--- src/tensor_pkg.sv ---
package tensor_pkg;

    // Image and RAM geometry
    localparam int IMG_MAX_W = 16;
    localparam int IMG_MAX_H = 16;
    localparam int RAM_WORDS = IMG_MAX_W * IMG_MAX_H;
    localparam int RAM_AW    = 8;

    // 7x7 window covers a 4x4 output block with a 4x4 kernel
    localparam int WIN = 7;
    localparam int BLK = 4;

    localparam int CMD_CREDITS = 2;
    localparam int OUT_CREDITS = 4;

    typedef logic signed [7:0] int8_t;

    // Four channels of one pixel, lane 0 in the low byte
    typedef int8_t [3:0] pix_t;

    typedef enum logic [1:0] {
        OP_SET_SIZE  = 2'd0,
        OP_SET_PAD   = 2'd1,
        OP_RUN_BLOCK = 2'd2
    } cmd_op_t;

    typedef enum logic [1:0] {
        LD_IDLE,
        LD_FETCH,
        LD_DONE
    } load_state_t;

    typedef enum logic [1:0] {
        FM_IDLE,
        FM_STREAM,
        FM_RELEASE
    } fmt_state_t;

    typedef struct packed {
        logic [3:0] bx;
        logic [3:0] by;
        logic [4:0] width;
        logic [4:0] height;
        logic [1:0] pad_top;
        logic [1:0] pad_left;
    } job_t;

endpackage

--- src/window_if.sv ---
`timescale 1ns/1ps

interface window_if
    import tensor_pkg::*;
();

    logic [1:0]           bank_full;
    logic                 rd_bank;
    logic [$clog2(WIN)-1:0] rd_row;
    logic [$clog2(WIN)-1:0] rd_col;
    pix_t [BLK-1:0]       rd_data;
    // Pulse that frees the bank selected by rd_bank
    logic                 bank_release;

    modport loader (
        output bank_full,
        output rd_data,
        input  rd_bank,
        input  rd_row,
        input  rd_col,
        input  bank_release
    );

    modport formatter (
        input  bank_full,
        input  rd_data,
        output rd_bank,
        output rd_row,
        output rd_col,
        output bank_release
    );

endinterface

--- src/patch_formatter.sv ---
`timescale 1ns/1ps

module patch_formatter
    import tensor_pkg::*;
(
    input  logic         clk,
    input  logic         rst_n,
    window_if.formatter  win,
    output logic         out_valid,
    output pix_t         out_a0,
    output pix_t         out_a1,
    output pix_t         out_a2,
    output pix_t         out_a3,
    output logic         out_last,
    input  logic         out_credit
);

    fmt_state_t state;
    logic       cur_bank;

    // Beat index is {r, ky, kx}, r outermost
    logic [5:0] beat;
    logic [1:0] r;
    logic [1:0] ky;
    logic [1:0] kx;

    logic [$clog2(OUT_CREDITS+1)-1:0] credits;
    logic fire;
    logic last_beat;

    assign r  = beat[5:4];
    assign ky = beat[3:2];
    assign kx = beat[1:0];

    assign win.rd_bank      = cur_bank;
    assign win.rd_row       = {1'b0, r} + {1'b0, ky};
    assign win.rd_col       = {1'b0, kx};
    assign win.bank_release = (state == FM_RELEASE);

    assign fire      = (state == FM_STREAM) && (credits != '0);
    assign last_beat = (beat == 6'(BLK * BLK * BLK - 1));

    always_ff @(posedge clk or negedge rst_n) begin
        if (!rst_n) begin
            state     <= FM_IDLE;
            cur_bank  <= 1'b0;
            beat      <= '0;
            credits   <= ($clog2(OUT_CREDITS+1))'(OUT_CREDITS);
            out_valid <= 1'b0;
            out_last  <= 1'b0;
        end else begin
            out_valid <= fire;
            out_last  <= fire && last_beat;
            case ({fire, out_credit})
                2'b10:   credits <= credits - 1'b1;
                2'b01:   credits <= credits + 1'b1;
                default: credits <= credits;
            endcase
            case (state)
                FM_IDLE: begin
                    if (win.bank_full[cur_bank]) begin
                        beat  <= '0;
                        state <= FM_STREAM;
                    end
                end
                FM_STREAM: begin
                    // Hold position while out of credits
                    if (fire) begin
                        beat <= beat + 1'b1;
                        if (last_beat) begin
                            state <= FM_RELEASE;
                        end
                    end
                end
                FM_RELEASE: begin
                    cur_bank <= ~cur_bank;
                    state    <= FM_IDLE;
                end
                default: state <= FM_IDLE;
            endcase
        end
    end

    always_ff @(posedge clk) begin
        if (fire) begin
            out_a0 <= win.rd_data[0];
            out_a1 <= win.rd_data[1];
            out_a2 <= win.rd_data[2];
            out_a3 <= win.rd_data[3];
        end
    end

endmodule

--- src/flat_wrapper.sv ---
// flat-port wrapper written by rule: the top's interface ports become plain ports
module patch_formatter_flat import tensor_pkg::*;
  (clk, rst_n, out_valid, out_a0, out_a1, out_a2, out_a3, out_last, out_credit, win_bank_full, win_rd_data, win_rd_bank, win_rd_row, win_rd_col, win_bank_release);
  window_if win_i ();
  input  logic clk;
  input  logic rst_n;
  output logic out_valid;
  output pix_t out_a0;
  output pix_t out_a1;
  output pix_t out_a2;
  output pix_t out_a3;
  output logic out_last;
  input  logic out_credit;
  input wire logic [$bits(win_i.bank_full)-1:0] win_bank_full;
  input wire logic [$bits(win_i.rd_data)-1:0] win_rd_data;
  output wire logic [$bits(win_i.rd_bank)-1:0] win_rd_bank;
  output wire logic [$bits(win_i.rd_row)-1:0] win_rd_row;
  output wire logic [$bits(win_i.rd_col)-1:0] win_rd_col;
  output wire logic [$bits(win_i.bank_release)-1:0] win_bank_release;
  assign win_i.bank_full = win_bank_full;
  assign win_i.rd_data = win_rd_data;
  assign win_rd_bank = win_i.rd_bank;
  assign win_rd_row = win_i.rd_row;
  assign win_rd_col = win_i.rd_col;
  assign win_bank_release = win_i.bank_release;
  patch_formatter u_core (.clk(clk), .rst_n(rst_n), .win(win_i), .out_valid(out_valid), .out_a0(out_a0), .out_a1(out_a1), .out_a2(out_a2), .out_a3(out_a3), .out_last(out_last), .out_credit(out_credit));
endmodule
--- config.mk ---
export PLATFORM = sky130hd
export DESIGN_NAME = patch_formatter_flat
export DESIGN_NICKNAME = d
export VERILOG_FILES = /design/src/tensor_pkg.sv /design/src/window_if.sv /design/src/patch_formatter.sv /design/src/flat_wrapper.sv
export SDC_FILE = /design/constraint.sdc
export NUM_CORES = 1
export LEC_CHECK = 0
export BUFFER_PORTS_ARGS = -buffer_cell sky130_fd_sc_hd__buf_2
export CAP_MARGIN = 20
export CORE_UTILIZATION = 40
export DETAILED_ROUTE_END_ITERATION = 8
export PLACE_DENSITY = 0.8
export SLEW_MARGIN = 20
export SYNTH_ARGS = -nofsm -noshare
export SYNTH_HDL_FRONTEND = slang
export SYNTH_SLANG_ARGS = --single-unit
--- constraint.sdc ---
create_clock -name clk -period 9 [get_ports clk]
set_input_delay 0.9 -clock clk [delete_from_list [all_inputs] [get_ports clk]]
set_output_delay 0.9 -clock clk [all_outputs]
set_load 0.02 [all_outputs]
# Word level (Yosys, flattened, before mapping)
# Cells that the tools add are included.
classes:
  addsub: 4
  magnitude_cmp: 1
  eq_ne: 8
  n_mux: 10
  n_bitwise: 1
  reduce_logical: 8
ops:
  columns: ["cell", "count"]
  rows:
  - ["2-to-1 mux 6 bit", 2]
  - ["one-hot mux 6 bit (2 select lines)", 1]
  - ["adder 6 x 1 -> 6 bit (second input constant)", 1]
  - ["== test 6 bit (second input constant)", 1]
  - ["2-to-1 mux 2 bit", 3]
  - ["inequality test 2 x 1 -> 1 bit (second input constant)", 3]
  - ["one-hot mux 3 bit (2 select lines)", 1]
  - ["AND reduction 3 bit", 2]
  - ["== test 2 x 1 -> 1 bit (second input constant)", 2]
  - ["== test 2 bit (second input constant)", 2]
  - ["one-hot mux 2 bit (2 select lines)", 1]
  - ["nonzero test 2 bit", 2]
  - ["adder 2 x 2 -> 3 bit", 1]
  - ["adder 3 x 1 -> 3 bit (second input constant)", 1]
  - ["nonzero test 3 bit", 1]
  - ["subtractor 3 x 1 -> 3 bit (second input constant)", 1]
  - ["logical AND 1 bit", 2]
  - ["logical NOT 2 bit", 1]
  - ["less-than comparator 1 x 2 -> 1 bit (second input constant)", 1]
  - ["2-to-1 mux 1 bit", 2]
  - ["inverter 1 bit", 1]
word_totals:
  ff_bits: 142
  inputBits: 133
  out_inout_bits: 138
  elab_cells: 54

# Depth between registers and ports, before layout
logic_depth:
  word_depth: 4
  ltp_mapped: 9
  mapped_depth_nobuf: 8

# Worst setup path after synthesis
# OpenSTA, ideal clock, no wires.
synth_path:
  kind: "flip-flop to flip-flop"
  startpoint: "register u_core.credits[2]"
  endpoint: "register u_core.out_a0[0] (netlist bit) (enable)"
  setup_ns: 0.484
  arrival_time_ns: 3.490
  required_time_ns: 8.516
  setup_slack_ns: 5.026
  path_stages_with_launch: 5
  path_buffers: 1
  synth_period_minus_slack_ns: 3.974
  cell_sequence: "dfstp_2 -> o31ai_1 -> or2_1 -> buf_6 -> inv_1"
synth_via:
  elab_chain_cells: 2
synth_lines:
  columns: ["element", "line", "text"]
  rows:
  - ["start, declared", "patch_formatter.sv:27", "logic [$clog2(OUT_CREDITS+1)-1:0] credits;"]
  - ["start signal, assigned", "patch_formatter.sv:48", "credits <= ($clog2(OUT_CREDITS+1))'(OUT_CREDITS);"]
  - ["start signal, assigned", "patch_formatter.sv:55", "2'b10: credits <= credits - 1'b1;"]
  - ["start signal, assigned", "patch_formatter.sv:56", "2'b01: credits <= credits + 1'b1;"]
  - ["nonzero test 3 bit", "patch_formatter.sv:40", "assign fire = (state == FM_STREAM) && (credits != '0);"]
  - ["logical AND 1 bit", "patch_formatter.sv:40", null]
  - ["named net u_core.fire", "patch_formatter.sv:28", "logic fire;"]
  - ["end signal, assigned", "patch_formatter.sv:86", "out_a0 <= win.rd_data[0];"]
  - ["end, declared", "patch_formatter.sv:10", "output pix_t out_a0,"]
# The timed path passes the listed nets, and every way through them passes these cells.
# A chain may end at the register's enable or synchronous reset.

# Worst setup path after layout
layout_path:
  startpoint: "register u_core.credits[2]"
  endpoint: "register u_core.out_a1[4] (netlist bit) (enable)"
layout_via:
  elab_chain_cells: 2
layout_lines:
  columns: ["element", "line", "text"]
  rows:
  - ["nonzero test 3 bit", "patch_formatter.sv:40", null]
  - ["logical AND 1 bit", "patch_formatter.sv:40", null]
  - ["named net u_core.fire", "patch_formatter.sv:28", null]
  - ["end signal, assigned", "patch_formatter.sv:87", "out_a1 <= win.rd_data[1];"]
  - ["end, declared", "patch_formatter.sv:11", "output pix_t out_a1,"]
# The timed path passes the listed nets, and every way through them passes these cells.

==> impl_metrics.env <==
export IMPL_grt_max_degree=69
export IMPL_cts_setup_buffers=0
export IMPL_vias_per_cell=4.52
export IMPL_p_switching_uw=767
export IMPL_required_ps=9010
export IMPL_power_frac_comb=0.269
export IMPL_tightestPinTransition_ps=855
export IMPL_grt_usage=0.167
export IMPL_drc=0
export IMPL_synth_top_area_cell="edfxtp_1"
export IMPL_criticalPathCategory="register to register"
export IMPL_die_h_um=109
export IMPL_clk_pin_slew_ps=60
export IMPL_fmax_mhz=351
export IMPL_layout_min_cycle_time_ps=2850
export IMPL_path_max_fanout=68
export IMPL_syn_num_nets=332
export IMPL_reg2reg_slack_ps=6150
export IMPL_clock_latency_ps=390
export IMPL_status="finished, final reports clean"
export IMPL_post_route_cells_drive_above_1_share=0.616
export IMPL_r2r_end="u_core.out_a1[4]"
export IMPL_port_buffers=269
export IMPL_ff2ff_path_depth=4
export IMPL_cts_tree="done"
export IMPL_p_sw_frac=0.333
export IMPL_critPathBufInv=2
export IMPL_crit_chain="o31ai_1, or2_1, inv_4, buf_4"
export IMPL_fp_row_count=38
export IMPL_cts_hold_buf=0
export IMPL_slowest_delay_ps=800
export IMPL_r2r_start="u_core.credits[2]"
export IMPL_fillCellCount=841
export IMPL_hpwlAfterDp_um=7710
export IMPL_yosysWarnings=0
export IMPL_critPathLaunchType="register"
export IMPL_synth_seq_cells=142
export IMPL_p_per_area_nw_per_um2=348
export IMPL_antenna_found_initial=0
export IMPL_die_area_um2=11800
export IMPL_ios=271
export IMPL_drt_pass1_iterations=4
export IMPL_die_w_um=109
export IMPL_fp_coreArea_um2=11000
export IMPL_place_gp_congestion=0.797
export IMPL_synth_top_area_share=0.844
export IMPL_clock_skew_ps=8.81
export IMPL_cts_sinks=142
export IMPL_diodes=0
export IMPL_yosysSeqAreaShare=0.921
export IMPL_slowest_stage="buf_4"
export IMPL_crit_path_end_kind="register"
export IMPL_drt_initial_drc_count=185
export IMPL_drv_slew=0
export IMPL_fin_cells=632
export IMPL_fin_tns_setup_ps=0
export IMPL_vias=2854
export IMPL_synth_cell_type_count=27
export IMPL_synthCells=194
export IMPL_area_delta_synth_final_pct=45.0
export IMPL_grt_pass1_vias=2730
export IMPL_placedCellCount=600
export IMPL_syn_area_um2=4560
export IMPL_grt_pass1_wl_um=13900
export IMPL_clock_root_buffer="clkbuf_16"
export IMPL_wl_per_cell_um=16.5
export IMPL_crit_arrival_ps=2870
export IMPL_p_leak_nw=2.98
export IMPL_drt_total_wl_um=10400
export IMPL_max_slew_margin=0.430
export IMPL_finalHoldViolations=0
export IMPL_ant_nets=0
export IMPL_ys_top_cells_by_area="edfxtp_1 (84%), dfrtp_1 (7.1%), fa_1 (0.88%), ha_1 (0.82%), o21ai_0 (0.66%)"
export IMPL_nets=617
export IMPL_p_clk_frac=0.279
export IMPL_maxCapViolCount=0
export IMPL_cts_max_path_buffers=2
export IMPL_numCtsBuffers=17
export IMPL_htree_levels=4
export IMPL_hold_class="input port to asynchronous set/reset pin"
export IMPL_finalCritPeriodShare=0.317
export IMPL_grt_overflow=0
export IMPL_cts_resized=0
export IMPL_power_frac_seq=0.452
export IMPL_peakVddDrop_uv=215
export IMPL_path_delay_family="buffers and inverters"
export IMPL_initial_core_util=0.415
export IMPL_internal_power_mw=1.53
export IMPL_syn_avg_cell_area_um2=23.5
export IMPL_setup_violations=0
export IMPL_rsz0062_at_grt="false"
worst max path at each step:
stage | from | to | slack (ps) | depth (start not counted)
after floorplan | u_core.credits[2] | u_core.out_a0[0] | 5030 | 4
after global placement | u_core.credits[2] | u_core.out_a0[10] | 6280 | 4
after detailed placement | u_core.credits[2] | u_core.beat[2] | 6180 | 6
after CTS | u_core.credits[2] | u_core.beat[2] | 6160 | 6
after global routing | u_core.credits[2] | u_core.beat[2] | 5960 | 6
final | u_core.credits[2] | u_core.out_a1[4] | 6150 | 4
flip-flops by register name (all words and copies together), names as in the netlist:
register,flops
u_core.win.rd_bank,1
u_core.out_a1,32
u_core.out_valid,1
u_core.credits,3
u_core.out_a3,32
u_core.beat,6
u_core.state,2
u_core.out_a0,32
u_core.out_last,1
u_core.out_a2,32
synth_stat cells, drive strengths merged:
library cell / count
nor2b: 3
ha: 3
and2b: 1
conb: 1
o21ai: 7
nor2: 6
nand3: 2
mux2: 2
fa: 2
or3: 1
dfstp: 1
o31ai: 2
edfxtp: 128
buf: 4
nor3: 1
a21oi: 1
a22o: 1
a2bb2oi: 1
nand2: 4
inv: 3
xor2: 3
and3: 2
or2: 1
dfrtp: 13
xnor2: 1
cells in the final DEF (no fill, tap or decap), types with 2 or more instances in the layout:
cell type / count
o31ai_1: 2
clkinv_4: 4
xor2_1: 3
nor2b_1: 3
mux2_2: 2
clkinvlp_4: 3
dfrtp_1: 13
inv_6: 2
edfxtp_1: 128
inv_1: 2
o21ai_0: 6
and3_1: 2
clkbuf_1: 3
nor2_1: 6
ha_1: 3
nand2_1: 4
buf_2: 269
clkbuf_16: 17
fa_1: 2
nand3_1: 2
clkinv_2: 2
power groups by stage:
stage	logic (mW)	clock network, mW	registers [mW]
after floorplan	0.176	0	1.28
after global placement	0.610	0	1.04
after detailed placement	0.625	0	1.05
after CTS	0.626	0.658	1.04
after global routing	0.665	0.683	1.06
final	0.619	0.641	1.04
cell type report:
class / instances / area [um2] / share of cell area
well taps: 140 / 175 / 0.0265
flip-flops and latches: 142 / 4200 / 0.635
multi-input cells: 45 / 315 / 0.0477
clock buffers: 20 / 437 / 0.0661
repair buffers: 270 / 1350 / 0.205
clock inverters: 12 / 115 / 0.0174
inverters: 3 / 13.8 / 0.00208
stage by stage:
| step | instance area, um2 | util | hold slack, ps | setup WS [ps] | power, mW |
|---|---|---|---|---|---|
| floorplan | 4560 | - | 463 | 5030 | 1.46 |
| global placement | 6050 | 0.551 | 478 | 6280 | 1.65 |
| detailed placement | 6050 | 0.551 | 487 | 6180 | 1.68 |
| CTS | 6610 | 0.601 | 380 | 6160 | 2.33 |
| global route | 6610 | 0.601 | 399 | 5960 | 2.41 |
| finish | 6610 | 0.601 | 395 | 6150 | 2.30 |
per-layer routing:
metal,vias to the layer above,part of all wire,track usage
met3,6,0.064,0.0532
met4,0,0.0071,0.0550
li1,1318,-,-
met1,1400,0.38,0.188
met2,130,0.55,0.297
met5,-,0,0
cell families after synthesis:
logic type / synth area share
compound gates: 0.0159
mux: 0.00494
fa+ha+maj: 0.0170
xor+xnor: 0.00769
other cells: 0.000823
simple gates: 0.0228
buf+inv: 0.00989
flops: 0.921
No activity file was read; power rests on OpenSTA's default activity.
