<file path="src/tensor_pkg.sv">
package tensor_pkg;

    // Image and RAM geometry
    localparam int IMG_MAX_W = 16;
    localparam int IMG_MAX_H = 16;
    localparam int RAM_WORDS = IMG_MAX_W * IMG_MAX_H;
    localparam int RAM_AW    = 8;

    // 7x7 window covers a 4x4 output block with a 4x4 kernel
    localparam int WIN = 7;
    localparam int BLK = 4;

    localparam int CMD_CREDITS = 2;
    localparam int OUT_CREDITS = 4;

    typedef logic signed [7:0] int8_t;

    // Four channels of one pixel, lane 0 in the low byte
    typedef int8_t [3:0] pix_t;

    typedef enum logic [1:0] {
        OP_SET_SIZE  = 2'd0,
        OP_SET_PAD   = 2'd1,
        OP_RUN_BLOCK = 2'd2
    } cmd_op_t;

    typedef enum logic [1:0] {
        LD_IDLE,
        LD_FETCH,
        LD_DONE
    } load_state_t;

    typedef enum logic [1:0] {
        FM_IDLE,
        FM_STREAM,
        FM_RELEASE
    } fmt_state_t;

    typedef struct packed {
        logic [3:0] bx;
        logic [3:0] by;
        logic [4:0] width;
        logic [4:0] height;
        logic [1:0] pad_top;
        logic [1:0] pad_left;
    } job_t;

endpackage

</file>
<file path="src/block_cmd_decoder.sv">
`timescale 1ns/1ps

module block_cmd_decoder
    import tensor_pkg::*;
(
    input  logic        clk,
    input  logic        rst_n,
    input  logic        cmd_valid,
    input  cmd_op_t     cmd_op,
    input  logic [15:0] cmd_arg,
    output logic        cmd_credit,
    output logic        job_valid,
    input  logic        job_ready,
    output job_t        job
);

    cmd_op_t     q_op  [CMD_CREDITS];
    logic [15:0] q_arg [CMD_CREDITS];

    logic [$clog2(CMD_CREDITS)-1:0]   wr_ptr;
    logic [$clog2(CMD_CREDITS)-1:0]   rd_ptr;
    logic [$clog2(CMD_CREDITS+1)-1:0] count;

    logic [4:0] cfg_width;
    logic [4:0] cfg_height;
    logic [1:0] cfg_pad_top;
    logic [1:0] cfg_pad_left;

    logic head_valid;
    logic head_is_run;
    logic pop;

    assign head_valid  = (count != '0);
    assign head_is_run = (q_op[rd_ptr] == OP_RUN_BLOCK);
    assign job_valid   = head_valid && head_is_run;

    // Config commands leave at once, a block waits for the loader
    assign pop        = head_valid && (!head_is_run || job_ready);
    assign cmd_credit = pop;

    always_comb begin
        job.bx       = q_arg[rd_ptr][3:0];
        job.by       = q_arg[rd_ptr][7:4];
        job.width    = cfg_width;
        job.height   = cfg_height;
        job.pad_top  = cfg_pad_top;
        job.pad_left = cfg_pad_left;
    end

    always_ff @(posedge clk) begin
        if (cmd_valid) begin
            q_op[wr_ptr]  <= cmd_op;
            q_arg[wr_ptr] <= cmd_arg;
        end
    end

    always_ff @(posedge clk or negedge rst_n) begin
        if (!rst_n) begin
            wr_ptr       <= '0;
            rd_ptr       <= '0;
            count        <= '0;
            cfg_width    <= 5'(IMG_MAX_W);
            cfg_height   <= 5'(IMG_MAX_H);
            cfg_pad_top  <= '0;
            cfg_pad_left <= '0;
        end else begin
            if (cmd_valid) begin
                wr_ptr <= (wr_ptr == CMD_CREDITS - 1) ? '0 : wr_ptr + 1'b1;
            end
            if (pop) begin
                rd_ptr <= (rd_ptr == CMD_CREDITS - 1) ? '0 : rd_ptr + 1'b1;
                if (q_op[rd_ptr] == OP_SET_SIZE) begin
                    cfg_width  <= q_arg[rd_ptr][4:0];
                    cfg_height <= q_arg[rd_ptr][12:8];
                end else if (q_op[rd_ptr] == OP_SET_PAD) begin
                    cfg_pad_top  <= q_arg[rd_ptr][1:0];
                    cfg_pad_left <= q_arg[rd_ptr][3:2];
                end
            end
            case ({cmd_valid, pop})
                2'b10:   count <= count + 1'b1;
                2'b01:   count <= count - 1'b1;
                default: count <= count;
            endcase
        end
    end

endmodule

</file>
<file path="config.mk">
export PLATFORM = sky130hd
export DESIGN_NAME = block_cmd_decoder
export DESIGN_NICKNAME = d
export VERILOG_FILES = /design/src/tensor_pkg.sv /design/src/block_cmd_decoder.sv
export SDC_FILE = /design/constraint.sdc
export NUM_CORES = 1
export LEC_CHECK = 0
export BUFFER_PORTS_ARGS = -buffer_cell sky130_fd_sc_hd__buf_2
export CAP_MARGIN = 20
export CORE_AREA = 2 2 76 78
export CTS_CLUSTER_SIZE = 10
export DETAILED_ROUTE_END_ITERATION = 8
export DIE_AREA = 0 0 78 80
export PLACE_DENSITY = 0.64
export SYNTH_ARGS = -nofsm -noshare
export SYNTH_HDL_FRONTEND = slang
export SYNTH_SLANG_ARGS = --single-unit
</file>
<file path="constraint.sdc">
create_clock -name clk -period 3.1 [get_ports clk]
set_input_delay 0.155 -clock clk [delete_from_list [all_inputs] [get_ports clk]]
set_output_delay 0.155 -clock clk [all_outputs]
set_load 0.01 [all_outputs]
</file>
Word-level counts from Yosys, hierarchy flattened:

Memories as Yosys holds them, arrays and structs flattened.
Index checks and enable logic that the tools add are counted.

* bits of input ports: 22
* bits in registers: 18
* memories: 2
* output and inout bits: 24
* word-level logic and storage cells: 32
* memory bits (writable): 36

* equal/unequal tests: 4
* reductions and logical operators: 9
* add/sub/neg operators: 4
* bitwise logic cells: 1
* mux-type cells: 5

Memory list
* q_arg: words 2, width 16, rd ports 1, clocked after Yosys merged registers in 0, write ports 1, line block_cmd_decoder.sv:18 `logic [15:0] q_arg [CMD_CREDITS];`
* q_op: words 2, width 2, rd ports 1, clocked after Yosys merged registers in 0, write ports 1, line block_cmd_decoder.sv:17 `cmd_op_t q_op [CMD_CREDITS];`

Operator list (number)
* $eq A2 B1 Y1 const B: 2
* $eq A2 B2 Y1 const B: 2
* $mux W1: 4
* $pmux W2 S2: 1
* $reduce_bool A2 Y1: 2
* $reduce_and A3 Y1: 1
* $add A1 B1 Y1 const B: 2
* $add A2 B1 Y2 const B: 1
* $logic_and A1 B1 Y1: 2
* $logic_not A2 Y1: 1
* $reduce_and A2 Y1: 1
* $sub A2 B1 Y2 const B: 1
* $logic_not A1 Y1: 1
* $logic_or A1 B1 Y1: 1
* $not A1 Y1: 1

Longest topological paths before layout:

Gate-level depths: netlist (run 1).
An unclocked memory read counts as a cell.

* depth in word-level cells: 7
* mapped depth: 8
* depth with buffers taken out: 6

Worst setup path after synthesis (run 1):

OpenSTA, ideal clock, no wires.

* kind: reg2reg
* from: register rd_ptr
* to: register count[1]
* path slack: 1.269 ns
* setup time: 0.079 ns
* buffers on the path: 2
* data required time: 3.021 ns
* period minus slack after synthesis: 1.831 ns
* stages on the path, launching flop included: 8
* data arrival time: 1.751 ns
* cells stage by stage: dfrtp_1 buf_6 buf_2 nor4b_1 a211oi_1 ha_1 nor2_1 xor2_1

* word-level cells in the longest chain between the ends: 7
* elaborated cells on any way between the ends: 9
* classes of those cells: eq/ne: 3; mux: 1; reduce/logical: 4; memory: 1

Ends and longest elaborated chain
* from (decl): line block_cmd_decoder.sv:21 `logic [$clog2(CMD_CREDITS)-1:0] rd_ptr;`
* from (signal assigned): line block_cmd_decoder.sv:71 `rd_ptr <= (rd_ptr == CMD_CREDITS - 1) ? '0 : rd_ptr + 1'b1;`
* $mem_v2 Z2 W2 (*)
* $eq A2 B2 Y1 (*): line block_cmd_decoder.sv:34 `assign head_is_run = (q_op[rd_ptr] == OP_RUN_BLOCK);`
* $logic_not A1 Y1 (*): line block_cmd_decoder.sv:38 `assign pop = head_valid && (!head_is_run || job_ready);`
* $logic_or A1 B1 Y1 (*): line block_cmd_decoder.sv:38
* $logic_and A1 B1 Y1 (*): line block_cmd_decoder.sv:38
* net cmd_credit: line block_cmd_decoder.sv:11 `output logic cmd_credit,`
* $eq A2 B1 Y1 or $eq A2 B2 Y1 (tied branches): line block_cmd_decoder.sv:80 `case ({cmd_valid, pop})`
* $pmux W2 S2 or $reduce_bool A2 Y1 (tied branches)
* to (signal assigned): line block_cmd_decoder.sv:81 `2'b10: count <= count + 1'b1;`
* to (signal assigned): line block_cmd_decoder.sv:82 `2'b01: count <= count - 1'b1;`
* to (signal assigned): line block_cmd_decoder.sv:83 `default: count <= count;`
* to (decl): line block_cmd_decoder.sv:22 `logic [$clog2(CMD_CREDITS+1)-1:0] count;`

Mark *: on every way through the listed nets, which the timed path passes. The rest lies on a longest branch.
A chain may end at the register's enable or synchronous reset.

Final worst setup path (run 1):

* from: register rd_ptr
* to: register cfg_height[2], read port of q_arg

* word-level cells in the longest chain between the ends: 6
* elaborated cells on any way between the ends: 8
* classes of those cells: eq/ne: 1; reduce/logical: 5; memory: 2

Ends and longest elaborated chain
* $mem_v2 Z2 W2
* $eq A2 B2 Y1: line block_cmd_decoder.sv:34
* $logic_not A1 Y1: line block_cmd_decoder.sv:38
* $logic_or A1 B1 Y1: line block_cmd_decoder.sv:38
* $logic_and A1 B1 Y1: line block_cmd_decoder.sv:38
* $reduce_and A2 Y1 (no line)
* to (decl): line block_cmd_decoder.sv:25 `logic [4:0] cfg_height;`

Parallel ways exist; a longest one is shown, timed or not.

==> metrics.cfg, run 1 <==
[status]
status = finished clean

[worst_setup_path]
cp_max_fo = 18
cp.arrival_ps = 2290
startpoint_type = flip-flop
cp.required_ps = 3270
worstReg2RegStart = rd_ptr
endpoint_kind = flip-flop
regToRegSetupSlack_ps = 980
critPathKind = reg2reg
timing.rr.end = cfg_height[2]
ff2ff_path_depth = 4

[finish]
nFillCells = 504
nets = 172
diodes = 0
layout-drive-gt1-share = 0.460
syn_to_final_growth_pct = 20.9

[die]
die_area_um2 = 6240
std_cell_rows = 27
dieWidth_um = 78
coreArea_um2 = 5410
num_io_pins = 46
fp.dieH_um = 80
start_util = 0.342

[pwr]
leakage_nw = 0.895
power_mw = 2.08
p_per_area_nw_per_um2 = 933
p_switching_mw = 0.661
irDropWorstVdd_uv = 377
power_frac_comb = 0.340
p_sw_frac = 0.317
clockPowerShare = 0.166
p_seq_frac = 0.494
p_int_mw = 1.42

[timing]
min_period_over_period = 0.685
report.final.slew_viol_count = 0
period_minus_slack_ps = 2120
finalSetupViolCount = 0
fmax_ghz = 0.471
rsz0062_at_grt = false
final-hold-violation-count = 0
skew_ps = 10.2
tightest_slew_ps = 773
relSlewSlack = 0.485
setup_tns_ps = 0

[place]
place_congestion = 0.730
dp_hpwl_mm = 2.35
io_buffers = 42

[min_path]
hold_path_depth = 1
whs_endpoint = q_arg[1][5]
hp-class = in2reg
min_from = cmd_arg[5]

[clock_tree]
root_buffer = clkbuf_8
numCtsBuffers = 5
cts_tree = done
clock_sinks = 48
htree_levels = 2
post-cts-setup-buffers = 0
insertion_delay_ps = 290
clk_path_buf_depth = 2
path_clk_slew_ps = 80

[yosys]
synth_flop_cell = edfxtp_1
synth_area_leaders = edfxtp_1, dfrtp_1, mux2_2
avgSynthCellArea_um2 = 18.5
synth_nets = 123
yosysMostFrequentCell = edfxtp_1
synth_top_area_frac = 0.488
synth_top_area_cell = edfxtp_1
synthCells = 100
synth_edf_count = 30
synth.ff_latch_count = 48
synth_area_um2 = 1850
synthArstFlopShare = 0.375
yosysWarnings = 0
ys_seq_area_frac = 0.733
yosys-top-cells-count = edfxtp_1, dfrtp_1, mux2_2
ys_types = 24

[grt]
groute.usage.overall = 0.114
antenna_found_initial = 0
grt-ovfl-total = 0
grt_pass1_wl_mm = 5.34
grt_max_degree = 19
grt_pass1_vias = 1130

[routing]
top_layer_used = met4
wl_mm = 3.23
vias = 993
routedWlPerCell_um = 14.6
viasPerCell = 4.47
drt_iter0_markers = 61
met1_length_mm = 1.22
wl_met2_mm = 1.83
first_pass_iters = 4
met3RoutedLength_um = 148
drcViolationCount = 0
ant_nets = 0

[flow_run]
drv_cap = 0

==> final cells by class <==
cell class              count  area [µm²]  share of cell area
repair buffers             45         235               0.105
clock inverters             1        8.76             0.00392
clock buffers               7        76.3              0.0342
well taps                  72        90.1              0.0403
flip-flops and latches     48        1350               0.606
inverters                   2        7.51             0.00336
multi-input cells          47         462               0.207
==> per-stage QoR <==
stage | setup slack [ps] | hold slack, ps | instances | util | cell area, µm²
3_3_place_gp | 1020 | 109 | 213 | 0.396 | 2140
6_report | 977 | 51.8 | 222 | 0.413 | 2230
5_1_grt | 761 | 39.7 | 222 | 0.413 | 2230
3_5_place_dp | 936 | 125 | 213 | 0.396 | 2140
2_1_floorplan | 1270 | -141 | 100 | - | 1850
4_1_cts | 932 | 39.8 | 222 | 0.413 | 2230
==> worst max path at each step <==
stage / depth (start not counted) / startpoint / to
floorplan: 7 / rd_ptr / count[1]
global placement: 4 / rd_ptr / cfg_height[0]
detailed placement: 4 / rd_ptr / cfg_height[2]
CTS: 4 / rd_ptr / cfg_height[2]
global route: 5 / rd_ptr / count[1]
finish: 4 / rd_ptr / cfg_height[2]
==> per-layer routing <==
metal,vias to the layer above,track usage
li1,466,-
met1,496,0.117
met2,26,0.217
met3,5,0.0339
met4,0,0.0386
met5,-,0
==> cell usage in the layout, fill, tap and decap left out, types with 2 or more instances in the layout <==
cell / count
mux2_1: 13
clkbuf_8: 5
mux2_2: 14
buf_4: 2
dfstp_2: 2
xnor2_1: 2
xor2_1: 2
nor2_1: 4
dfrtp_1: 16
buf_2: 42
clkbuf_1: 2
inv_1: 2
edfxtp_1: 30
==> state kept, by name (all words and copies together) (netlist names) <==
register	flops
cfg_width	5
rd_ptr	1
cfg_pad_top	2
wr_ptr	1
q_arg	26
cfg_height	5
q_op	4
cfg_pad_left	2
count	2
==> repair_timing <==
action / in CTS / in global routing
endpoints found under the hold margin: 16 / 0
gates resized for setup: 0 / 0
hold buffers: 1 / 0
==> logic make-up (layout without fill, tap and decap cells) <==
logic type	count (synthesis)	after routing	synth area share
buf+inv	5	55	0.0169
simple gates	10	10	0.0346
mux	29	29	0.178
xor+xnor	4	4	0.0190
fa+ha+maj	1	1	0.00677
compound gates	3	3	0.0115
flops	48	48	0.733
==> critical path: stages, from the launching register on <==
cell and delay [ps]:
dfrtp_1 850, mux2i_1 370, nor3b_2 210, buf_4 230, mux2_1 350
==> power groups by stage <==
stage / logic [mW] / registers [mW] / clock network, mW
2_1_floorplan: 0.463 / 1.04 / 0
3_3_place_gp: 0.692 / 1.03 / 0
3_5_place_dp: 0.722 / 1.05 / 0
4_1_cts: 0.726 / 1.03 / 0.359
5_1_grt: 0.775 / 1.05 / 0.391
6_report: 0.709 / 1.03 / 0.346
Note: power is estimated with default switching activity, not from simulation.
==> inputs of run 2 (changes only) <==
- PLACE_DENSITY: 0.64 -> 0.66
- clock period: 3.1 -> 1.9 ns (I/O delays scaled with it)
==> run 2 against run 1 <==
Sequential share of layout area down 4.7 points. Combinational power increased by 81%. Critical endpoint unchanged. Worst hold slack worse by 34 ps. Clock power up 68%. Count of clock-buffer cells in the layout unchanged. Register-to-register slack worse by 830 ps. Via count is 6.5% higher. Critical path type unchanged. Design area rose by 8.3%. Setup slack lost 830 ps. Wire length grew 7.0%.
==> metrics.cfg, run 2 (same netlist as run 1, synthesis figures left out) <==
[die]
start_util = 0.342  ; unchanged
die_area_um2 = 6240  ; unchanged
coreArea_um2 = 5410  ; unchanged
std_cell_rows = 27  ; unchanged
num_io_pins = 46  ; unchanged
dieWidth_um = 78  ; unchanged
fp.dieH_um = 80  ; unchanged

[clock_tree]
path_clk_slew_ps = 80  ; about the same
root_buffer = clkbuf_8
htree_levels = 2  ; unchanged
insertion_delay_ps = 290  ; about the same
clock_sinks = 48  ; unchanged
numCtsBuffers = 5  ; unchanged
clk_path_buf_depth = 2  ; unchanged
cts_tree = done

[min_path]
hold_path_depth = 2  ; +1
hp-class = in2reg
min_from = cmd_valid
whs_endpoint = wr_ptr

[timing]
finalSetupViolCount = 0  ; unchanged
min_period_over_period = 0.921  ; +0.236
setup_tns_ps = 0  ; unchanged
skew_ps = 4.65  ; -5.55 ps
period_minus_slack_ps = 1750  ; -373 ps
report.final.slew_viol_count = 0  ; unchanged
relSlewSlack = 0.703  ; +0.218
rsz0062_at_grt = false
fmax_ghz = 0.572  ; +21%
layout_setup_ws_ps = 151  ; -827 ps
final-hold-violation-count = 0  ; unchanged
tightest_slew_ps = 446  ; -327 ps

[pwr]
leakage_nw = 0.978  ; +9.3%
p_per_area_nw_per_um2 = 1440  ; +55%
irDropWorstVdd_uv = 672  ; +78%

[status]
status = finished clean

[finish]
largest_reg_flops = 26  ; unchanged
mostFrequentLayoutCell = buf_2
layout-drive-gt1-share = 0.438  ; -0.0221
nFillCells = 504  ; unchanged
regMostFlops = q_arg
top_regs = q_arg: 26 flops, cfg_height: 5 flops, cfg_width: 5 flops
syn_to_final_growth_pct = 31.0
diodes = 0  ; unchanged
instances_no_fill = 241  ; +8.6%
postLayoutCellArea_um2 = 2420  ; +8.3%
mostFrequentLayoutCells = buf_2, edfxtp_1, dfrtp_1, dlygate4sd3_1, mux2_2
nets = 191  ; +11%

[worst_setup_path]
cp.arrival_ps = 1930  ; -360 ps
timing.rr.end = cfg_height[2]
cp.required_ps = 2080  ; -1190 ps
ff2ff_path_depth = 4  ; unchanged
cp_max_fo = 10  ; -8
endpoint_kind = flip-flop
regToRegSetupSlack_ps = 150  ; -830 ps
worstReg2RegStart = rd_ptr
critPathKind = reg2reg
startpoint_type = flip-flop

[place]
dpl_cell_area_um2 = 2170  ; +1.4%
placedCellCount = 217  ; +1.9%
dp_slack_ps = 164  ; -772 ps
io_buffers = 42  ; unchanged
dp_hpwl_mm = 2.37  ; +0.69%
place_congestion = 0.679  ; -7.0%

[routing]
first_pass_iters = 4  ; unchanged
vias = 1058  ; +6.5%
ant_nets = 0  ; unchanged
viasPerCell = 4.39  ; -1.9%
wl_mm = 3.46  ; +7.0%
routedWlPerCell_um = 14.4  ; -1.4%
drt_iter0_markers = 53  ; -13%
drcViolationCount = 0  ; unchanged

[grt]
grt_max_degree = 19  ; unchanged
antenna_found_initial = 0  ; unchanged
grt_pass1_wl_mm = 5.87  ; +9.9%
grt_pass1_vias = 1255  ; +11%
grt-ovfl-total = 0  ; unchanged
groute.usage.overall = 0.125  ; +0.0115

[flow_run]
drv_cap = 0  ; unchanged

==> run 2: cell count changes in the layout (fill, tap and decap cells not counted), sizes merged <==
cell,previous run,this run
dlygate4sd3,1,16
buf,44,48
==> run 2: area by class of cell <==
cell class,count,area [µm²],share of cell area
multi-input combinational,47,468,0.193
tap,72,90.1,0.0372
clock buffer,7,76.3,0.0315
timing repair buffer,64,415,0.172
inverter,2,7.51,0.00310
sequential,48,1350,0.559
clock inverter,1,8.76,0.00362
==> run 2: through the flow <==
step	power [mW]	util	hold WS, ps
after floorplan	2.44	-	-201
after global placement	2.86	0.401	49.7
after detailed placement	2.93	0.401	69.0
after CTS	3.55	0.447	6.55
after global routing	3.75	0.448	11.0
final	3.49	0.448	17.3
==> run 2: critical path, stage by stage (launching register included) <==
cell and delay (ps):
dfrtp_1 510, mux2i_1 340, nor3b_2 220, buf_4 230, mux2_1 340
==> run 2: where the power goes <==
part	switching (mW)	internal, mW	total, mW
sequential	0.156	1.48	1.63
clock	0.317	0.263	0.580
combinational	0.634	0.645	1.28
==> run 2: worst max-delay path by stage <==
| stage | from | end | depth (start not counted) |
|---|---|---|---|
| after floorplan | rd_ptr | count[1] | 7 |
| final | rd_ptr | cfg_height[2] | 4 |
| after global placement | rd_ptr | cfg_pad_top[1] | 3 |
| after CTS | rd_ptr | cfg_pad_top[1] | 3 |
| after global routing | rd_ptr | cfg_height[3] | 4 |
| after detailed placement | rd_ptr | count[1] | 5 |
==> run 2: repair_timing <==
item,4_1_cts,5_1_grt
gates resized for setup,0,1
buffers inserted,0,0
hold buffers,16,0
hold endpoints to repair,46,0
setup endpoints to repair,0,1
==> run 2: routing by layer <==
metal | vias to the layer above | routed length [µm] | GRT usage
met5 | - | 0 | 0
met4 | 0 | 42 | 0.0421
met3 | 4 | 145 | 0.0351
met2 | 29 | 1830 | 0.232
met1 | 523 | 1440 | 0.137
li1 | 502 | - | -
